`config.mk`:
```
export PLATFORM = sky130hd
export DESIGN_NAME = game_top
export DESIGN_NICKNAME = d
export VERILOG_FILES = /design/src/hdl/game_pkg.sv /design/src/hdl/vga_pkg.sv /design/src/hdl/game_top.sv /design/src/hdl/game_control.sv /design/src/hdl/pixel_mixer.sv /design/src/hdl/sprite_unit.sv /design/src/hdl/vga_timing.sv
export SDC_FILE = /design/constraint.sdc
export NUM_CORES = 1
export LEC_CHECK = 0
export ABC_CLOCK_PERIOD_IN_PS = 3530
export BUFFER_PORTS_ARGS = -buffer_cell sky130_fd_sc_hd__buf_2
export CAP_MARGIN = 20
export CORE_UTILIZATION = 40
export DETAILED_ROUTE_END_ITERATION = 16
export HOLD_SLACK_MARGIN = 0.06
export PLACE_DENSITY = 0.55
export REMOVE_ABC_BUFFERS = 1
export SLEW_MARGIN = 15
export SYNTH_ARGS = -nofsm -noshare
export SYNTH_HDL_FRONTEND = slang
export SYNTH_SLANG_ARGS = --single-unit
```
`constraint.sdc`:
```
create_clock -name clk -period 3.53 [get_ports clk]
set_input_delay 0.706 -clock clk [delete_from_list [all_inputs] [get_ports clk]]
set_output_delay 0.706 -clock clk [all_outputs]
set_load 0.02 [all_outputs]
```
`src/hdl/game_pkg.sv`:
```
`default_nettype none

package game_pkg;

    // --------------------
    // game state and status

    typedef enum logic [1:0] {
        idle   = 2'd0,
        flying = 2'd1,
        hit    = 2'd2,
        miss   = 2'd3
    } game_state_t;

    // hits and misses saturate at 15
    typedef struct packed {
        game_state_t state;
        logic [3:0]  hits;
        logic [3:0]  misses;
    } game_status_t;

    // --------------------
    // sprites

    typedef struct packed {
        logic [9:0] x;
        logic [9:0] y;
        logic       visible;
    } sprite_t;

    // one-cycle command, valid with the update strobe
    typedef struct packed {
        logic    step_pos;
        logic    step_neg;
        logic    load;
        sprite_t load_value;
    } sprite_move_t;

    // sizes in pixels
    localparam int target_w   = 8;
    localparam int target_h   = 4;
    localparam int torpedo_w  = 2;
    localparam int torpedo_h  = 4;
    localparam int launcher_w = 8;
    localparam int launcher_h = 3;

    // strobes spent in hit or miss before going back to idle
    localparam int result_hold = 4;

endpackage

`default_nettype wire

```
`src/hdl/vga_pkg.sv`:
```
`default_nettype none

package vga_pkg;

    // --------------------
    // display types

    // red, green, blue from msb to lsb
    typedef logic [2:0] rgb_t;

    typedef struct packed {
        logic [9:0] x;
        logic [9:0] y;
        logic       valid;
    } pixel_pos_t;

    // --------------------
    // default 640x480 timing, in pixels and lines

    localparam int h_active = 640;
    localparam int h_front  = 16;
    localparam int h_sync   = 96;
    localparam int h_back   = 48;

    localparam int v_active = 480;
    localparam int v_front  = 10;
    localparam int v_sync   = 2;
    localparam int v_back   = 33;

    // --------------------
    // colours

    localparam rgb_t col_black    = 3'b000;
    localparam rgb_t col_target   = 3'b100;
    localparam rgb_t col_torpedo  = 3'b110;
    localparam rgb_t col_launcher = 3'b010;

endpackage

`default_nettype wire
```
`src/hdl/game_top.sv`:
```
`default_nettype none

module game_top
#(
    parameter int clk_mhz      = 50,
    parameter int pixel_mhz    = 25,
    parameter int strobe_width = 20,
    parameter int h_active     = vga_pkg::h_active,
    parameter int h_front      = vga_pkg::h_front,
    parameter int h_sync       = vga_pkg::h_sync,
    parameter int h_back       = vga_pkg::h_back,
    parameter int v_active     = vga_pkg::v_active,
    parameter int v_front      = vga_pkg::v_front,
    parameter int v_sync       = vga_pkg::v_sync,
    parameter int v_back       = vga_pkg::v_back
)
(
    input  logic                   clk,
    input  logic                   reset,
    input  logic                   launch_key,
    input  logic [1:0]             left_right_keys,
    output logic                   hsync,
    output logic                   vsync,
    output logic                   display_on,
    output vga_pkg::rgb_t          rgb,
    output game_pkg::game_status_t status
);

    // --------------------
    // start positions

    localparam game_pkg::sprite_t target_home = '{x: 10'd0, y: 10'd2, visible: 1'b1};
    localparam game_pkg::sprite_t torpedo_home = '{x: 10'd0, y: 10'd0, visible: 1'b0};
    localparam game_pkg::sprite_t launcher_home = '{
        x:       10'((h_active - game_pkg::launcher_w) / 2),
        y:       10'(v_active - game_pkg::launcher_h),
        visible: 1'b1
    };

    vga_pkg::pixel_pos_t    pos;
    logic                   hsync_raw;
    logic                   vsync_raw;
    logic                   display_on_raw;
    game_pkg::sprite_t      target;
    game_pkg::sprite_t      torpedo;
    game_pkg::sprite_t      launcher;
    game_pkg::sprite_move_t target_move;
    game_pkg::sprite_move_t torpedo_move;
    game_pkg::sprite_move_t launcher_move;

    vga_timing
    #(
        .clk_mhz   ( clk_mhz   ),
        .pixel_mhz ( pixel_mhz ),
        .h_active  ( h_active  ),
        .h_front   ( h_front   ),
        .h_sync    ( h_sync    ),
        .h_back    ( h_back    ),
        .v_active  ( v_active  ),
        .v_front   ( v_front   ),
        .v_sync    ( v_sync    ),
        .v_back    ( v_back    )
    )
    i_vga_timing
    (
        .clk        ( clk            ),
        .reset      ( reset          ),
        .hsync      ( hsync_raw      ),
        .vsync      ( vsync_raw      ),
        .display_on ( display_on_raw ),
        .pos        ( pos            )
    );

    game_control
    #(
        .strobe_width ( strobe_width ),
        .h_active     ( h_active     ),
        .v_active     ( v_active     )
    )
    i_game_control
    (
        .clk             ( clk             ),
        .reset           ( reset           ),
        .launch_key      ( launch_key      ),
        .left_right_keys ( left_right_keys ),
        .target          ( target          ),
        .torpedo         ( torpedo         ),
        .launcher        ( launcher        ),
        .target_move     ( target_move     ),
        .torpedo_move    ( torpedo_move    ),
        .launcher_move   ( launcher_move   ),
        .status          ( status          )
    );

    // --------------------
    // sprites

    sprite_unit
    #(
        .limit ( h_active            ),
        .size  ( game_pkg::target_w  ),
        .wrap  ( 1'b1                ),
        .axis  ( 1'b0                )
    )
    i_target
    (
        .clk       ( clk         ),
        .reset     ( reset       ),
        .reset_pos ( target_home ),
        .move      ( target_move ),
        .sprite    ( target      )
    );

    // moves up, so it stops at row zero
    sprite_unit
    #(
        .limit ( v_active            ),
        .size  ( game_pkg::torpedo_h ),
        .wrap  ( 1'b0                ),
        .axis  ( 1'b1                )
    )
    i_torpedo
    (
        .clk       ( clk          ),
        .reset     ( reset        ),
        .reset_pos ( torpedo_home ),
        .move      ( torpedo_move ),
        .sprite    ( torpedo      )
    );

    sprite_unit
    #(
        .limit ( h_active             ),
        .size  ( game_pkg::launcher_w ),
        .wrap  ( 1'b0                 ),
        .axis  ( 1'b0                 )
    )
    i_launcher
    (
        .clk       ( clk           ),
        .reset     ( reset         ),
        .reset_pos ( launcher_home ),
        .move      ( launcher_move ),
        .sprite    ( launcher      )
    );

    pixel_mixer i_pixel_mixer
    (
        .clk      ( clk      ),
        .reset    ( reset    ),
        .pos      ( pos      ),
        .target   ( target   ),
        .torpedo  ( torpedo  ),
        .launcher ( launcher ),
        .rgb      ( rgb      )
    );

    // match the registered colour
    always_ff @(posedge clk) begin
        if (reset) begin
            hsync      <= 1'b1;
            vsync      <= 1'b1;
            display_on <= 1'b0;
        end else begin
            hsync      <= hsync_raw;
            vsync      <= vsync_raw;
            display_on <= display_on_raw;
        end
    end

endmodule

`default_nettype wire

```
`src/hdl/game_control.sv`:
```
`default_nettype none

module game_control
#(
    parameter int strobe_width = 20,
    parameter int h_active     = 640,
    parameter int v_active     = 480
)
(
    input  logic                   clk,
    input  logic                   reset,
    input  logic                   launch_key,
    input  logic [1:0]             left_right_keys,
    input  game_pkg::sprite_t      target,
    input  game_pkg::sprite_t      torpedo,
    input  game_pkg::sprite_t      launcher,
    output game_pkg::sprite_move_t target_move,
    output game_pkg::sprite_move_t torpedo_move,
    output game_pkg::sprite_move_t launcher_move,
    output game_pkg::game_status_t status
);

    localparam int hold_w = $clog2(game_pkg::result_hold);

    logic [strobe_width-1:0] strobe_cnt;
    logic                    strobe;
    logic                    launch_req;
    logic [hold_w-1:0]       hold_cnt;
    logic                    overlap;
    logic                    at_top;
    game_pkg::sprite_t       torpedo_start;

    assign strobe = &strobe_cnt;

    // --------------------
    // collision and top row

    assign overlap = ({1'b0, torpedo.x} < {1'b0, target.x} + 11'(game_pkg::target_w))
                  && ({1'b0, target.x} < {1'b0, torpedo.x} + 11'(game_pkg::torpedo_w))
                  && ({1'b0, torpedo.y} < {1'b0, target.y} + 11'(game_pkg::target_h))
                  && ({1'b0, target.y} < {1'b0, torpedo.y} + 11'(game_pkg::torpedo_h));

    assign at_top = (torpedo.y == 10'd0);

    // centred just above the launcher
    assign torpedo_start = '{
        x:       launcher.x + 10'(game_pkg::launcher_w / 2 - game_pkg::torpedo_w / 2),
        y:       10'(v_active - game_pkg::launcher_h - game_pkg::torpedo_h),
        visible: 1'b1
    };

    // --------------------
    // move commands

    always_comb begin
        target_move            = '0;
        target_move.step_pos   = strobe;
        launcher_move          = '0;
        launcher_move.step_pos = strobe && left_right_keys == 2'b10;
        launcher_move.step_neg = strobe && left_right_keys == 2'b01;
        torpedo_move           = '0;
        if (strobe) begin
            case (status.state)
                game_pkg::idle: begin
                    torpedo_move.load       = launch_req;
                    torpedo_move.load_value = torpedo_start;
                end
                game_pkg::flying: begin
                    if (overlap || at_top) begin
                        torpedo_move.load       = 1'b1;
                        torpedo_move.load_value = '{x: torpedo.x, y: torpedo.y, visible: 1'b0};
                    end else begin
                        torpedo_move.step_neg = 1'b1;
                    end
                end
                default: ;
            endcase
        end
    end

    // --------------------
    // state and score

    always_ff @(posedge clk) begin
        if (reset) begin
            strobe_cnt <= '0;
            launch_req <= 1'b0;
            hold_cnt   <= '0;
            status     <= '{state: game_pkg::idle, hits: 4'd0, misses: 4'd0};
        end else begin
            strobe_cnt <= strobe_cnt + 1'b1;

            // keys pressed outside idle are dropped
            if (status.state != game_pkg::idle || strobe)
                launch_req <= 1'b0;
            else if (launch_key)
                launch_req <= 1'b1;

            if (strobe) begin
                case (status.state)
                    game_pkg::idle: begin
                        if (launch_req)
                            status.state <= game_pkg::flying;
                    end
                    game_pkg::flying: begin
                        hold_cnt <= '0;
                        if (overlap) begin
                            status.state <= game_pkg::hit;
                            if (status.hits != 4'hf)
                                status.hits <= status.hits + 1'b1;
                        end else if (at_top) begin
                            status.state <= game_pkg::miss;
                            if (status.misses != 4'hf)
                                status.misses <= status.misses + 1'b1;
                        end
                    end
                    default: begin
                        if (hold_cnt == hold_w'(game_pkg::result_hold - 1))
                            status.state <= game_pkg::idle;
                        else
                            hold_cnt <= hold_cnt + 1'b1;
                    end
                endcase
            end
        end
    end

    a_state_legal: assert property (@(posedge clk) disable iff (reset)
        status.state inside {game_pkg::idle, game_pkg::flying, game_pkg::hit, game_pkg::miss});
    a_torpedo_in_flight: assert property (@(posedge clk) disable iff (reset)
        torpedo.visible == (status.state == game_pkg::flying));
    a_torpedo_column: assert property (@(posedge clk) disable iff (reset)
        torpedo.visible |-> {1'b0, torpedo.x} + 11'(game_pkg::torpedo_w) <= 11'(h_active));

endmodule

`default_nettype wire

```
`src/hdl/pixel_mixer.sv`:
```
`default_nettype none

module pixel_mixer
(
    input  logic                clk,
    input  logic                reset,
    input  vga_pkg::pixel_pos_t pos,
    input  game_pkg::sprite_t   target,
    input  game_pkg::sprite_t   torpedo,
    input  game_pkg::sprite_t   launcher,
    output vga_pkg::rgb_t       rgb
);

    logic on_target;
    logic on_torpedo;
    logic on_launcher;

    // is the pixel inside a visible w x h rectangle
    function automatic logic covers(
        input vga_pkg::pixel_pos_t p,
        input game_pkg::sprite_t   s,
        input int                  w,
        input int                  h
    );
        logic in_x;
        logic in_y;
        in_x = (p.x >= s.x) && ({1'b0, p.x} < {1'b0, s.x} + 11'(w));
        in_y = (p.y >= s.y) && ({1'b0, p.y} < {1'b0, s.y} + 11'(h));
        return s.visible && in_x && in_y;
    endfunction

    assign on_target   = covers(pos, target, game_pkg::target_w, game_pkg::target_h);
    assign on_torpedo  = covers(pos, torpedo, game_pkg::torpedo_w, game_pkg::torpedo_h);
    assign on_launcher = covers(pos, launcher, game_pkg::launcher_w, game_pkg::launcher_h);

    // --------------------
    // colour, torpedo drawn on top

    always_ff @(posedge clk) begin
        if (reset)
            rgb <= vga_pkg::col_black;
        else if (!pos.valid)
            rgb <= vga_pkg::col_black;
        else if (on_torpedo)
            rgb <= vga_pkg::col_torpedo;
        else if (on_target)
            rgb <= vga_pkg::col_target;
        else if (on_launcher)
            rgb <= vga_pkg::col_launcher;
        else
            rgb <= vga_pkg::col_black;
    end

endmodule

`default_nettype wire

```
`src/hdl/sprite_unit.sv`:
```
`default_nettype none

module sprite_unit
#(
    parameter int limit = 640,
    parameter int size  = 8,
    parameter bit wrap  = 1'b0,
    parameter bit axis  = 1'b0
)
(
    input  logic                  clk,
    input  logic                  reset,
    input  game_pkg::sprite_t     reset_pos,
    input  game_pkg::sprite_move_t move,
    output game_pkg::sprite_t     sprite
);

    // last position that keeps the whole sprite on screen
    localparam logic [9:0] max_pos = 10'(limit - size);

    logic [9:0] cur;
    logic [9:0] nxt;

    assign cur = axis ? sprite.y : sprite.x;

    // --------------------
    // next coordinate on the moving axis

    always_comb begin
        nxt = cur;
        if (move.step_pos) begin
            if (cur >= max_pos)
                nxt = wrap ? 10'd0 : max_pos;
            else
                nxt = cur + 1'b1;
        end else if (move.step_neg) begin
            if (cur == 10'd0)
                nxt = wrap ? max_pos : 10'd0;
            else
                nxt = cur - 1'b1;
        end
    end

    // --------------------
    // position register

    always_ff @(posedge clk) begin
        if (reset) begin
            sprite <= reset_pos;
        end else if (move.load) begin
            sprite <= move.load_value;
        end else if (move.step_pos || move.step_neg) begin
            if (axis)
                sprite.y <= nxt;
            else
                sprite.x <= nxt;
        end
    end

    // covers loads coming from the game control as well
    a_on_screen: assert property (@(posedge clk) disable iff (reset)
        cur <= max_pos);

endmodule

`default_nettype wire

```
`src/hdl/vga_timing.sv`:
```
`default_nettype none

module vga_timing
#(
    parameter int clk_mhz   = 50,
    parameter int pixel_mhz = 25,
    parameter int h_active  = 640,
    parameter int h_front   = 16,
    parameter int h_sync    = 96,
    parameter int h_back    = 48,
    parameter int v_active  = 480,
    parameter int v_front   = 10,
    parameter int v_sync    = 2,
    parameter int v_back    = 33
)
(
    input  logic                clk,
    input  logic                reset,
    output logic                hsync,
    output logic                vsync,
    output logic                display_on,
    output vga_pkg::pixel_pos_t pos
);

    localparam int div     = clk_mhz / pixel_mhz;
    localparam int div_w   = (div > 1) ? $clog2(div) : 1;
    localparam int h_total = h_active + h_front + h_sync + h_back;
    localparam int v_total = v_active + v_front + v_sync + v_back;

    // sync windows start after the front porch
    localparam int hs_start = h_active + h_front;
    localparam int vs_start = v_active + v_front;

    logic [div_w-1:0] div_cnt;
    logic             pixel_en;
    logic [9:0]       x_cnt;
    logic [9:0]       y_cnt;
    logic             active;

    // --------------------
    // pixel enable

    assign pixel_en = (div_cnt == div_w'(div - 1));

    always_ff @(posedge clk) begin
        if (reset || pixel_en)
            div_cnt <= '0;
        else
            div_cnt <= div_cnt + 1'b1;
    end

    // --------------------
    // counters

    always_ff @(posedge clk) begin
        if (reset) begin
            x_cnt <= '0;
            y_cnt <= '0;
        end else if (pixel_en) begin
            if (x_cnt == 10'(h_total - 1)) begin
                x_cnt <= '0;
                if (y_cnt == 10'(v_total - 1))
                    y_cnt <= '0;
                else
                    y_cnt <= y_cnt + 1'b1;
            end else begin
                x_cnt <= x_cnt + 1'b1;
            end
        end
    end

    assign active = (x_cnt < 10'(h_active)) && (y_cnt < 10'(v_active));

    // outputs one cycle behind the counters, all aligned
    always_ff @(posedge clk) begin
        if (reset) begin
            hsync      <= 1'b1;
            vsync      <= 1'b1;
            display_on <= 1'b0;
            pos        <= '0;
        end else begin
            hsync      <= !(x_cnt >= 10'(hs_start) && x_cnt < 10'(hs_start + h_sync));
            vsync      <= !(y_cnt >= 10'(vs_start) && y_cnt < 10'(vs_start + v_sync));
            display_on <= active;
            pos        <= '{x: x_cnt, y: y_cnt, valid: active};
        end
    end

    a_x_in_line: assert property (@(posedge clk) disable iff (reset)
        x_cnt < 10'(h_total));
    a_y_in_frame: assert property (@(posedge clk) disable iff (reset)
        y_cnt < 10'(v_total));

endmodule

`default_nettype wire

```
== Word-level counts from Yosys, hierarchy flattened ==
Index checks and enable logic that the tools add are counted.

* Word-level logic and storage cells: 148
* Bits of input ports: 5
* Output and inout bits: 16
* Register bits: 124

* Bitwise operators: 3
* $lt $le $gt $ge: 24
* Add/subtract/negate cells: 16
* Muxes and demuxes: 25
* Reduce and logical (&&, ||, !) cells: 43
* Equality and inequality tests: 13

{| class="wikitable"
|+ Operators with widths
! cell !! number
|-
| $mux W10 || 9
|-
| $lt A10 B11 Y1 || 6
|-
| $reduce_and A23 Y1 || 2
|-
| $pmux W22 S2 || 1
|-
| $add A10 B1 Y10 const B || 4
|-
| $ge A10 B10 Y1 || 4
|-
| $ge A10 B10 Y1 const B || 3
|-
| $lt A10 B9 Y1 const B || 3
|-
| $reduce_and A24 Y1 || 1
|-
| $mux W23 || 1
|-
| $add A10 B4 Y11 const B || 2
|-
| $mux W22 || 1
|-
| $reduce_and A22 Y1 || 1
|-
| $add A20 B1 Y20 const B || 1
|-
| $eq A10 B10 Y1 const B || 2
|-
| $ge A10 B9 Y1 const B || 2
|-
| $logic_not A10 Y1 || 2
|-
| $lt A10 B10 Y1 const B || 2
|-
| $lt A10 B3 Y1 const B || 2
|-
| $mux W20 || 1
|-
| $reduce_and A20 Y1 || 1
|-
| $sub A10 B1 Y10 const B || 2
|-
| $logic_and A1 B1 Y1 || 18
|-
| $mux W2 || 6
|-
| 27 further kinds || 47
|}

== Logic depth before layout (Yosys ltp) ==
Gate-level depths: netlist of the first run.

* Depth in word-level cells: 11
* Depth in mapped cells: 13
* Mapped depth without buffers: 12

== Modules after synthesis ==
A second synthesis of the first run with hierarchy kept.

* Cells, all modules: 1,467
* Area total of the unflattened synthesis: 12,958.7 sq um

{| class="wikitable"
|+ Modules (own cells, without submodules)
! module !! instances !! cells each !! sequential area each (sq um) !! area an instance (sq um)
|-
| game_control || 1 || 443 || 660.6 || 3,507.1
|-
| pixel_mixer || 1 || 425 || 40.0 || 3,236.9
|-
| vga_timing || 1 || 173 || 880.8 || 1,720.4
|-
| sprite_unit at i_launcher || 1 || 142 || 630.6 || 1,502.7
|-
| sprite_unit at i_torpedo || 1 || 145 || 630.6 || 1,476.4
|-
| sprite_unit at i_target || 1 || 131 || 630.6 || 1,428.9
|-
| game_top || 1 || 8 || 60.1 || 86.3
|}

== Least setup slack after synthesis of the first run ==
Ideal clock, no wire load.

* Kind: register to register
* From: register, netlist name i_target.cur[3]
* To: register, netlist name i_game_control.status[3]
* Path slack: 0.497 ns
* Data required time: 3.407 ns
* Stages on the path, launching flop included: 14
* Arrival time: 2.910 ns
* Setup time: 0.123 ns
* Path through: dfxtp_1 ha_1 nand3_1 xnor2_1 ha_1 nand4_1 a211o_1 o211ai_1 maj3_1 and3_1 nor2_2 buf_6 nor4_2 mux2_1

* Word-level cells in the longest chain between the ends: 7
* Elaborated cells on any way between the ends: 8

{| class="wikitable"
|+ RTL lines
! what !! RTL line !! RTL
|-
| $add A10 B4 Y11 || game_control.sv:38 || <nowiki>assign overlap = ({1'b0, torpedo.x} < {1'b0, target.x} + 11'(game_pkg::target_w))</nowiki>
|-
| $lt A10 B11 Y1 || game_control.sv:38 ||
|-
| $logic_and A1 B1 Y1 * || game_control.sv:39 || <nowiki>&& ({1'b0, target.x} < {1'b0, torpedo.x} + 11'(game_pkg::torpedo_w))</nowiki>
|-
| $logic_and A1 B1 Y1 * || game_control.sv:40 || <nowiki>&& ({1'b0, torpedo.y} < {1'b0, target.y} + 11'(game_pkg::target_h))</nowiki>
|-
| $logic_and A1 B1 Y1 * || game_control.sv:41 || <nowiki>&& ({1'b0, target.y} < {1'b0, torpedo.y} + 11'(game_pkg::torpedo_h));</nowiki>
|-
| $not A1 Y1 (no source line) * || n/a ||
|-
| $reduce_and A24 Y1 (no source line) * || n/a ||
|}

Every way passes the cells marked *; elsewhere a longest branch is shown, timed or not.
A chain may end at the register's enable or synchronous reset.

== Worst setup path in the final report of the first run ==
* From: register, netlist name i_target.cur[4]
* To: register, netlist name i_torpedo.cur[5]

* Word-level cells in the longest chain between the ends: 11
* Elaborated cells on any way between the ends: 16

{| class="wikitable"
|+ RTL lines
! what !! RTL line !! RTL
|-
| $add A10 B4 Y11 || game_control.sv:38 ||
|-
| $lt A10 B11 Y1 || game_control.sv:38 ||
|-
| $logic_and A1 B1 Y1 * || game_control.sv:39 ||
|-
| $logic_and A1 B1 Y1 * || game_control.sv:40 ||
|-
| $logic_and A1 B1 Y1 * || game_control.sv:41 ||
|-
| $logic_or A1 B1 Y1 * || game_control.sv:69 || <nowiki>if (overlap || at_top) begin</nowiki>
|-
| $mux W22 or $mux W1 (tied branches) || game_control.sv:69 ||
|-
| $pmux W22 S2 or $mux W1 (tied branches) || game_control.sv:63 || <nowiki>case (status.state)</nowiki>
|-
| $mux W23 || game_control.sv:62 || <nowiki>if (strobe) begin</nowiki>
|-
| $ne A4 B4 Y1 (no source line) or $reduce_bool A2 Y1 (tied branches) || n/a ||
|-
| $reduce_and A2 Y1 (no source line) || n/a ||
|}

Every way passes the cells marked *; elsewhere a longest branch is shown, timed or not. The select of a mux whose other input is x is not followed.

==> flow_results.org, run 1 <==
** Synthesis
- Fraction of synthesis flops using an asynchronous set or reset pin :: 0%
- The synthesized netlist contains 70 unique library cells.
- Netlist Area Pre-Place :: 8140 um^2
- Number of enable flip-flop cells after synthesis :: 0
- Yosys warning total :: 0
- Counting flops and latches in the post-synthesis netlist gives 123.
- For this run, the register share of the synthesized area comes to 30.2%.
- Counting every instance in the synthesized netlist gives 992.
- For this run, the leading register cell type out of synthesis is sky130_fd_sc_hd__dfxtp_1.
- Dividing the synthesized area by the synthesized cell count gives 8.21 um^2.

** Global route
- The initial antenna violation count came to 0.
- Global routing used 20.5% of the available tracks.
- The via count of the first global-routing pass is 6427.
- Largest net degree at the start of global routing :: 68
- First-pass GRT wire length :: 33200 um
- Remaining Overflow, GRT :: 0

** Clocking
- H-tree Lvls :: 4
- Sinks on the clock net :: 123
- For the worst-skew pair, the clock arrives at the later sink with an insertion delay of 420 ps.
- Clock-pin slew was measured on the worst setup and hold paths at 60 ps.
- For this design, the CTS-stage hold fixing added 0 buffers.
- Clock root cell :: sky130_fd_sc_hd__clkbuf_16
- Buffers inserted during clock tree synthesis total 17.
- TritonCTS built the clock tree.
- The clock passes through at most 2 buffers.

** Die
- Area of the core :: 19700 um^2
- Measured along the y axis, the die boundary spans 145 um.
- The die is 145 um wide.
- The floorplan step defined a die boundary enclosing 20900 um^2.
- Number of placement rows :: 51
- Top-level port count :: 21
- The initial utilization of the core area, before any placement, comes to 41.3%.

** Place
- After legalization and detailed placement, the total HPWL measured 14900 um.
- GPL Wtd Cong :: 0.875
- Worst slack at placement :: 259 ps
- In this run the tool buffered the top-level ports with 19 buffer cells.

** Routing
- Detail Route Antenna Nets :: 0
- Vias :: 6870
- After detailed routing, the number of vias per cell comes to 5.35.
- The detailed router finished its first iteration with 560 violations.
- Final Routed Wirelength :: 19900 um
- 1st-pass router iterations :: 7
- In the routed design, unresolved DRC markers number 0.
- After detailed routing, the average wire length per cell comes to 15.5 um.

** Timing
- Final worst-path setup slack :: 172 ps
- Count of final max-slew check failures :: 0
- Across the routed clock network, the largest skew measured is 8.02 ps.
- Setup TNS after final layout :: 0 ps
- Final Critical Period :: 3360 ps
- Measured slew at the worst slew-check pin :: 807 ps
- Static timing analysis puts the maximum clock frequency at 298 MHz.
- Setup repair after global routing left no endpoint under its margin.
- Across all hold checks on the routed design, the worst slack comes to 416 ps.
- Worst slew margin relative to its limit :: 45.4%
- The number of hold violations in the final report came to 0.
- Setup violations remaining at the end of the flow were counted as 0.
- After layout, the worst path uses 95.1% of the clock period.

** Worst hold path
- Worst hold stages :: 1
- In this run the most critical hold path is launched from i_vga_timing.vsync.
- Type of the tightest min-delay check :: reg -> reg
- End point of the most critical hold path :: vsync

** Final layout
- From synthesis to final layout, the design area changed by 12.8%.
- Fill count :: 1939
- Ratio of cells with drive above 1 in the final layout :: 8.63%
- Leaving out fill and tap cells, the most frequent cell in the layout is sky130_fd_sc_hd__dfxtp_1.
- Number of nets at the end of the flow :: 1112
- The top cell types in the final layout, fill and taps aside, are 123 x sky130_fd_sc_hd__dfxtp_1, 116 x sky130_fd_sc_hd__nor2_1, 98 x sky130_fd_sc_hd__ha_1.
- Post-layout utilization of the core :: 46.6%
- Antenna cell count :: 0

** Worst setup path
- STA puts the critical path data arrival time at 3710 ps.
- At the worst endpoint, the required time is 3880 ps.
- STA classifies the critical path startpoint as a register.
- Across all register-to-register paths, the minimum setup slack is 170 ps.
- Measured in cells, the most critical reg-to-reg path has a length of 13.
- Critical setup path kind :: reg -> reg
- Of all nets on the critical path, the largest fanout is 8.
- The startpoint identified for the worst register-to-register timing path is i_target.cur[4].
- The worst setup path is captured at a register.
- In this run the critical register-to-register path is captured at i_torpedo.cur[5].

** Power and ir drop
- The share of total power dissipated in sequential elements is 41.3%.
- Combinational Power Share :: 1.9%
- Switching share of power :: 21.6%
- Clock Power Share :: 56.8%
- Power Density :: 371 nW/um^2
- IR analysis of the VDD net gives a maximum drop of 314 uV.
- For this design the total switching power over the nets is 736 uW.
- The internal portion of the total power is 2.67 mW.
- Leakage :: 3.63 nW

** Job
- Count of maximum capacitance violations :: 0

** Run status
- Status :: completed
## state kept, by name, indices dropped and copies added (netlist names), 2 cells and up
signal	flops
i_target.cur	10
i_game_control.hold_cnt	2
i_torpedo.cur	10
i_torpedo.sprite	11
i_pixel_mixer.rgb	2
i_vga_timing.pos	20
i_vga_timing.y_cnt	10
i_vga_timing.x_cnt	10
i_launcher.cur	10
i_game_control.status	10
i_game_control.strobe_cnt	20
## metrics by stage
| step | cell area, um^2 | power (mW) | instances |
|---|---|---|---|
| after global routing | 9190 | 3.53 | 1285 |
| final | 9190 | 3.41 | 1285 |
| after floorplan | 7990 | 1.47 | 955 |
| after detailed placement | 8540 | 1.50 | 1255 |
| after global placement | 8540 | 1.51 | 1255 |
| after CTS | 9180 | 3.45 | 1285 |
## cells by family after synthesis
kind of cell               after synthesis  share of synthesized area (%)
DFF                                    123                           30.2
adders and majority gates              100                           15.3
muxes                                   11                           1.40
buffers and inverters                  101                           4.87
xor gates and xnor gates                77                           8.51
AOI/OAI and AO/OA                      202                           16.4
other                                    1                         0.0460
and+or+nand+nor                        377                           23.3
## worst max-delay path by stage
stage                    startpoint          endpoint  slack, ps  cells after the start
floorplan           i_target.cur[3]  i_torpedo.cur[1]        420                     12
global placement    i_target.cur[4]  i_torpedo.cur[5]        300                     13
detailed placement  i_target.cur[4]  i_torpedo.cur[5]        260                     13
CTS                 i_target.cur[4]  i_torpedo.cur[1]        220                     12
global route        i_target.cur[4]  i_torpedo.cur[5]         20                     13
finish              i_target.cur[4]  i_torpedo.cur[5]        170                     13
## worst max-delay path, cell delays in order (launching register included)
cell and delay, ps:
sky130_fd_sc_hd__dfxtp_1 400, sky130_fd_sc_hd__ha_1 240, sky130_fd_sc_hd__nand3_1 150, sky130_fd_sc_hd__xnor2_1 190, sky130_fd_sc_hd__ha_1 320, sky130_fd_sc_hd__nand4_1 100, sky130_fd_sc_hd__a211o_1 270, sky130_fd_sc_hd__o211ai_1 90
sky130_fd_sc_hd__maj3_1 190, sky130_fd_sc_hd__and3_1 340, sky130_fd_sc_hd__o221ai_2 270, sky130_fd_sc_hd__buf_4 230, sky130_fd_sc_hd__or3_1 340, sky130_fd_sc_hd__a21oi_1 140
## area by class of cell
| cell class | instances | area [um^2] | share of cell area (%) |
|---|---|---|---|
| Clock buffer | 17 | 425 | 4.63 |
| Clock inverter | 13 | 218 | 2.37 |
| Inverter | 64 | 240 | 2.62 |
| Multi-Input combinational cell | 768 | 5290 | 57.6 |
| Sequential cell | 123 | 2460 | 26.8 |
| Tap cell | 265 | 332 | 3.61 |
| Timing Repair Buffer | 35 | 218 | 2.37 |
## synth_stat cells (3+ instances only)
master | count | area, um^2
sky130_fd_sc_hd__dfxtp_1 | 123 | 2460
sky130_fd_sc_hd__nor2_1 | 116 | 435
sky130_fd_sc_hd__ha_1 | 98 | 1230
sky130_fd_sc_hd__nand2_1 | 68 | 255
sky130_fd_sc_hd__inv_1 | 63 | 236
sky130_fd_sc_hd__a21oi_1 | 54 | 270
sky130_fd_sc_hd__xnor2_1 | 52 | 455
sky130_fd_sc_hd__nand3_1 | 46 | 230
sky130_fd_sc_hd__o21ai_0 | 45 | 225
sky130_fd_sc_hd__nor2b_1 | 31 | 194
sky130_fd_sc_hd__clkbuf_1 | 29 | 109
sky130_fd_sc_hd__nand4_1 | 25 | 156
sky130_fd_sc_hd__nor3_1 | 24 | 120
sky130_fd_sc_hd__xor2_1 | 24 | 210
sky130_fd_sc_hd__a211oi_1 | 20 | 150
sky130_fd_sc_hd__and3_1 | 12 | 75.1
sky130_fd_sc_hd__or3_1 | 12 | 75.1
sky130_fd_sc_hd__a21o_1 | 10 | 75.1
sky130_fd_sc_hd__mux2i_1 | 8 | 80.1
sky130_fd_sc_hd__a22oi_1 | 7 | 52.6
sky130_fd_sc_hd__o211ai_1 | 7 | 52.6
sky130_fd_sc_hd__a211o_1 | 6 | 52.6
sky130_fd_sc_hd__nand2b_1 | 6 | 37.5
sky130_fd_sc_hd__nor4_1 | 6 | 37.5
sky130_fd_sc_hd__o21a_1 | 6 | 45.0
sky130_fd_sc_hd__o22ai_1 | 6 | 37.5
sky130_fd_sc_hd__or4_1 | 5 | 37.5
sky130_fd_sc_hd__a311oi_1 | 4 | 35.0
sky130_fd_sc_hd__nor4_2 | 4 | 50.1
sky130_fd_sc_hd__o2111ai_1 | 4 | 35.0
sky130_fd_sc_hd__o21bai_1 | 4 | 30.0
sky130_fd_sc_hd__o311ai_0 | 4 | 35.0
sky130_fd_sc_hd__a21boi_0 | 3 | 22.5
sky130_fd_sc_hd__a221oi_1 | 3 | 26.3
sky130_fd_sc_hd__buf_1 | 3 | 11.3
sky130_fd_sc_hd__mux2_1 | 3 | 33.8
sky130_fd_sc_hd__nor4b_1 | 3 | 26.3
sky130_fd_sc_hd__o31ai_1 | 3 | 22.5
sky130_fd_sc_hd__or2_2 | 3 | 18.8
## power by group through the flow
stage | registers, mW | logic, mW | clock network, mW
final | 1.41 | 0.0658 | 1.93
after global routing | 1.41 | 0.0750 | 2.05
after CTS | 1.41 | 0.0673 | 1.98
after detailed placement | 1.44 | 0.0671 | 0
after global placement | 1.44 | 0.0674 | 0
after floorplan | 1.44 | 0.0331 | 0
## what timing repair did
| action | 4_1_cts | 5_1_grt |
|---|---|---|
| setup endpoints to repair | 0 | 1 |
| gates resized for setup | 0 | 1 |
| setup buffers | 0 | 0 |
## metal layers
layer  part of all wire (%)  track usage (%)  up-vias
li1                       -                -     3558
met4                    1.4             5.48        0
met5                      0                0        -
met1                     53             29.9     3195
met3                    3.1             3.78       14
met2                     43             30.4      103
Note: power is estimated with default switching activity, not from simulation.
==> inputs of run 2 (changes only) <==
--- a/config.mk
+++ b/config.mk
@@ -5,13 +5,13 @@
 export SDC_FILE = /design/constraint.sdc
 export NUM_CORES = 1
 export LEC_CHECK = 0
-export ABC_CLOCK_PERIOD_IN_PS = 3530
+export ABC_CLOCK_PERIOD_IN_PS = 3500
 export BUFFER_PORTS_ARGS = -buffer_cell sky130_fd_sc_hd__buf_2
 export CAP_MARGIN = 20
-export CORE_UTILIZATION = 40
+export CORE_UTILIZATION = 64
 export DETAILED_ROUTE_END_ITERATION = 16
 export HOLD_SLACK_MARGIN = 0.06
-export PLACE_DENSITY = 0.55
+export PLACE_DENSITY = 0.81
 export REMOVE_ABC_BUFFERS = 1
 export SLEW_MARGIN = 15
 export SYNTH_ARGS = -nofsm -noshare
==> constraint.sdc (replaced) <==
create_clock -name clk -period 3.5 [get_ports clk]
set_input_delay 0.7 -clock clk [delete_from_list [all_inputs] [get_ports clk]]
set_output_delay 0.7 -clock clk [all_outputs]
set_load 0.02 [all_outputs]
==> run 2 against run 1 <==
Against the previous run:
- routed wire length is 5.2% lower
- power decreased by 4.6%
- setup slack better by 42 ps
- register-to-register slack improved by 40 ps
- count of clock-buffer cells in the layout unchanged
- maximum frequency grew 2.2%
- critical path depth shrank 1
- combinational power up 0.9%
- utilization grew 27 points
- first-iteration DRC count is 17% lower
- largest cell class unchanged
==> flow_results.org, run 2 (synthesized netlist as in run 1, its figures left out) <==
** Power and ir drop
- Net switching power :: 760 uW (+3.3%)
- The combinational share of power was 2.0% (about the same).
- The total chip power came to 3.25 mW (-4.6%).
- Clock Power Share :: 54.3% (-2.5 points)
- Share of total power in sequential cells :: 43.7% (+2.4 points)
- The switching power share of the total was 23.4% (+1.8 points).
- Worst supply voltage drop on vdd :: 498 uV (+59%)
- The cell area power density came to 361 nW/um^2 (-2.8%).
- Leakage :: 3.62 nW (-0.23%)
- Internal power contribution :: 2.49 mW (-6.8%)

** Timing
- The final number of max-transition violations is 0 (unchanged).
- The final clock period utilization by the worst path is 93.9% (-1.2 points).
- Setup Skew :: 6.69 ps (-1.32 ps)
- Final worst-path setup slack :: 214 ps (+41.6 ps)
- Setup-failing EPs final :: 0 (unchanged)
- The summed negative setup slack over all endpoints came to 0 ps (unchanged).
- Final hold violation count :: 0 (unchanged)
- Setup repair after global routing left no endpoint under its margin.
- Measured slew at the worst slew-check pin :: 686 ps (-121 ps)
- The time the worst path needs with I/O delays and setup was 3290 ps (-71.6 ps).
- Worst slew margin relative to its limit :: 53.6% (+8.2 points)
- Fmax :: 304 MHz (+2.2%)

** Clocking
- The buffer levels on the longest clock path was 2 (unchanged).
- Clock root cell :: sky130_fd_sc_hd__clkbuf_16
- H-tree Lvls :: 4 (unchanged)
- Clock Latency Late Sink :: 430 ps (about the same)
- Sinks on the clock net :: 123 (unchanged)
- Clock tree from TritonCTS :: built
- The number of buffers created by CTS came to 17 (unchanged).
- The clock slew seen by the registers of the worst setup and hold paths was 60 ps (about the same).

** Routing
- The remaining antenna violation count after routing is 0 (unchanged).
- 1st-pass router iterations :: 5 (-2)
- Drt wl/cell :: 15.9 um (+2.4%)
- Post-detailed-route DRC marker count :: 0 (unchanged)
- Vias :: 7038 (+2.4%)
- The DRC marker count from the first detailed-route iteration was 466 (-17%).
- Post-DR vias/cell :: 5.92 (+11%)
- Final Routed Wirelength :: 18900 um (-5.2%)

** Place
- Number of I/O port buffers :: 19 (unchanged)
- The standard cell area after detailed placement came to 8380 um^2 (-1.9%).
- Worst slack at placement :: 143 ps (-117 ps)
- The half-perimeter wire length of the detailed placement result was 13600 um (-8.8%).
- The global placer's final weighted congestion was 0.970 (+11%).
- Placed cells :: 1153 (-8.1%)

** Final layout
- Compared with the post-synthesis result, the final layout area differs by 10.6%.
- Number of standard cells in the final layout excluding fillers :: 1189 (-7.5%)
- Fill count :: 974 (-50%)
- Ratio of cells with drive above 1 in the final layout :: 8.72% (+0.089 points)
- The total non-filler cell area in the finished layout was 9010 um^2 (-1.9%).
- The number of nets in the finished design was 1111 (-0.090%).
- Antenna cell count :: 0 (unchanged)
- The library cell used most frequently in the layout, excluding fill and tap cells, is sky130_fd_sc_hd__dfxtp_1.
- Commonest non-fill, non-tap cells in the layout :: 123 x sky130_fd_sc_hd__dfxtp_1, 116 x sky130_fd_sc_hd__nor2_1, 98 x sky130_fd_sc_hd__ha_1
- The largest registers in the layout are i_game_control.strobe_cnt x20, i_vga_timing.pos x20, i_torpedo.sprite x11.

** Global route
- The total routing resource utilization after global routing is 30.1% (+9.7 points).
- First-pass GRT wire length :: 31100 um (-6.3%)
- The initial antenna violation count was 0 (unchanged).
- The via count of the first global-routing pass came to 6420 (-0.11%).
- The residual overflow from global routing came to 0 (unchanged).
- The pin count of the biggest net entering global routing came to 68 (unchanged).

** Die
- The die width came to 115 um (-21%).
- Chip Height :: 115 um (-21%)
- Number of placement rows :: 40 (-22%)
- Initial standard-cell utilization of the core :: 66.7% (+25 points)
- The die area came to 13200 um^2 (-37%).
- The placeable core area came to 12200 um^2 (-38%).
- Top-level port count :: 21 (unchanged)

** Worst setup path
- The data required time of the critical path is 3820 ps (-60 ps).
- Biggest fanout along the worst timing path :: 13 (+5)
- The critical path is of the reg -> reg type.
- Critical path arrival :: 3610 ps (-100 ps)
- Crit start category :: register
- The worst setup path is captured at a register.

** Run status
- Status :: completed

** Worst hold path
- Type of the tightest min-delay check :: reg -> reg

** Job
- The number of max-cap violations is 0 (unchanged).
==> run 2: repair_timing <==
| item | CTS | global route |
|---|---|---|
| resized for setup | 0 | 2 |
| hold buffers | 0 | 0 |
| endpoints found under the setup margin | 0 | 6 |
| setup buffers | 0 | 4 |
==> run 2: worst max-delay path: stages (launching register included) <==
cell and delay [ps]:
sky130_fd_sc_hd__dfxtp_1 420, sky130_fd_sc_hd__ha_1 250, sky130_fd_sc_hd__nand3_1 150, sky130_fd_sc_hd__xnor2_1 190, sky130_fd_sc_hd__ha_1 320, sky130_fd_sc_hd__nand4_1 90, sky130_fd_sc_hd__a211o_1 270, sky130_fd_sc_hd__o211ai_1 90
sky130_fd_sc_hd__maj3_1 190, sky130_fd_sc_hd__and3_1 350, sky130_fd_sc_hd__nor2_4 140, sky130_fd_sc_hd__or4_1 520, sky130_fd_sc_hd__and3_1 190
==> run 2: worst paths after layout <==
kind,slack (ps),end,depth (start not counted),startpoint
hold / removal,420,vsync,1,i_vga_timing.vsync
hold reg to reg,420,vsync,1,i_vga_timing.vsync
setup reg to reg,210,i_torpedo.cur[7],12,i_target.cur[4]
setup / recovery,210,i_torpedo.cur[7],12,i_target.cur[4]
==> run 2: area by class of cell <==
type                            instances  area, um^2  area share [%]
Multi-Input combinational cell        768        5300            58.8
Sequential cell                       123        2460            27.3
Clock buffer                           17         425            4.72
Inverter                               64         240            2.67
Tap cell                              168         210            2.33
Timing Repair Buffer                   34         208            2.30
Clock inverter                         15         164            1.82
==> run 2: power by group through the flow <==
| stage | sequential (mW) | combinational [mW] | clock (mW) |
|---|---|---|---|
| 2_1_floorplan | 1.45 | 0.0334 | 0 |
| 3_3_place_gp | 1.45 | 0.0648 | 0 |
| 3_5_place_dp | 1.45 | 0.0655 | 0 |
| 4_1_cts | 1.42 | 0.0668 | 1.79 |
| 5_1_grt | 1.42 | 0.0740 | 1.85 |
| 6_report | 1.42 | 0.0664 | 1.76 |
==> run 2: per-stage QoR <==
stage,util (%),hold slack (ps)
floorplan,-,389
global placement,68.6,397
detailed placement,68.6,398
CTS,73.4,421
global route,73.8,437
finish,73.8,421
==> run 2: metal layers <==
layer	vias to the layer above	GRT usage (%)	part of all wire, %
met5	-	0	0
met4	0	10.0	1.8
met3	28	6.27	6.4
met2	205	49.1	45
met1	3248	39.9	46
li1	3557	-	-
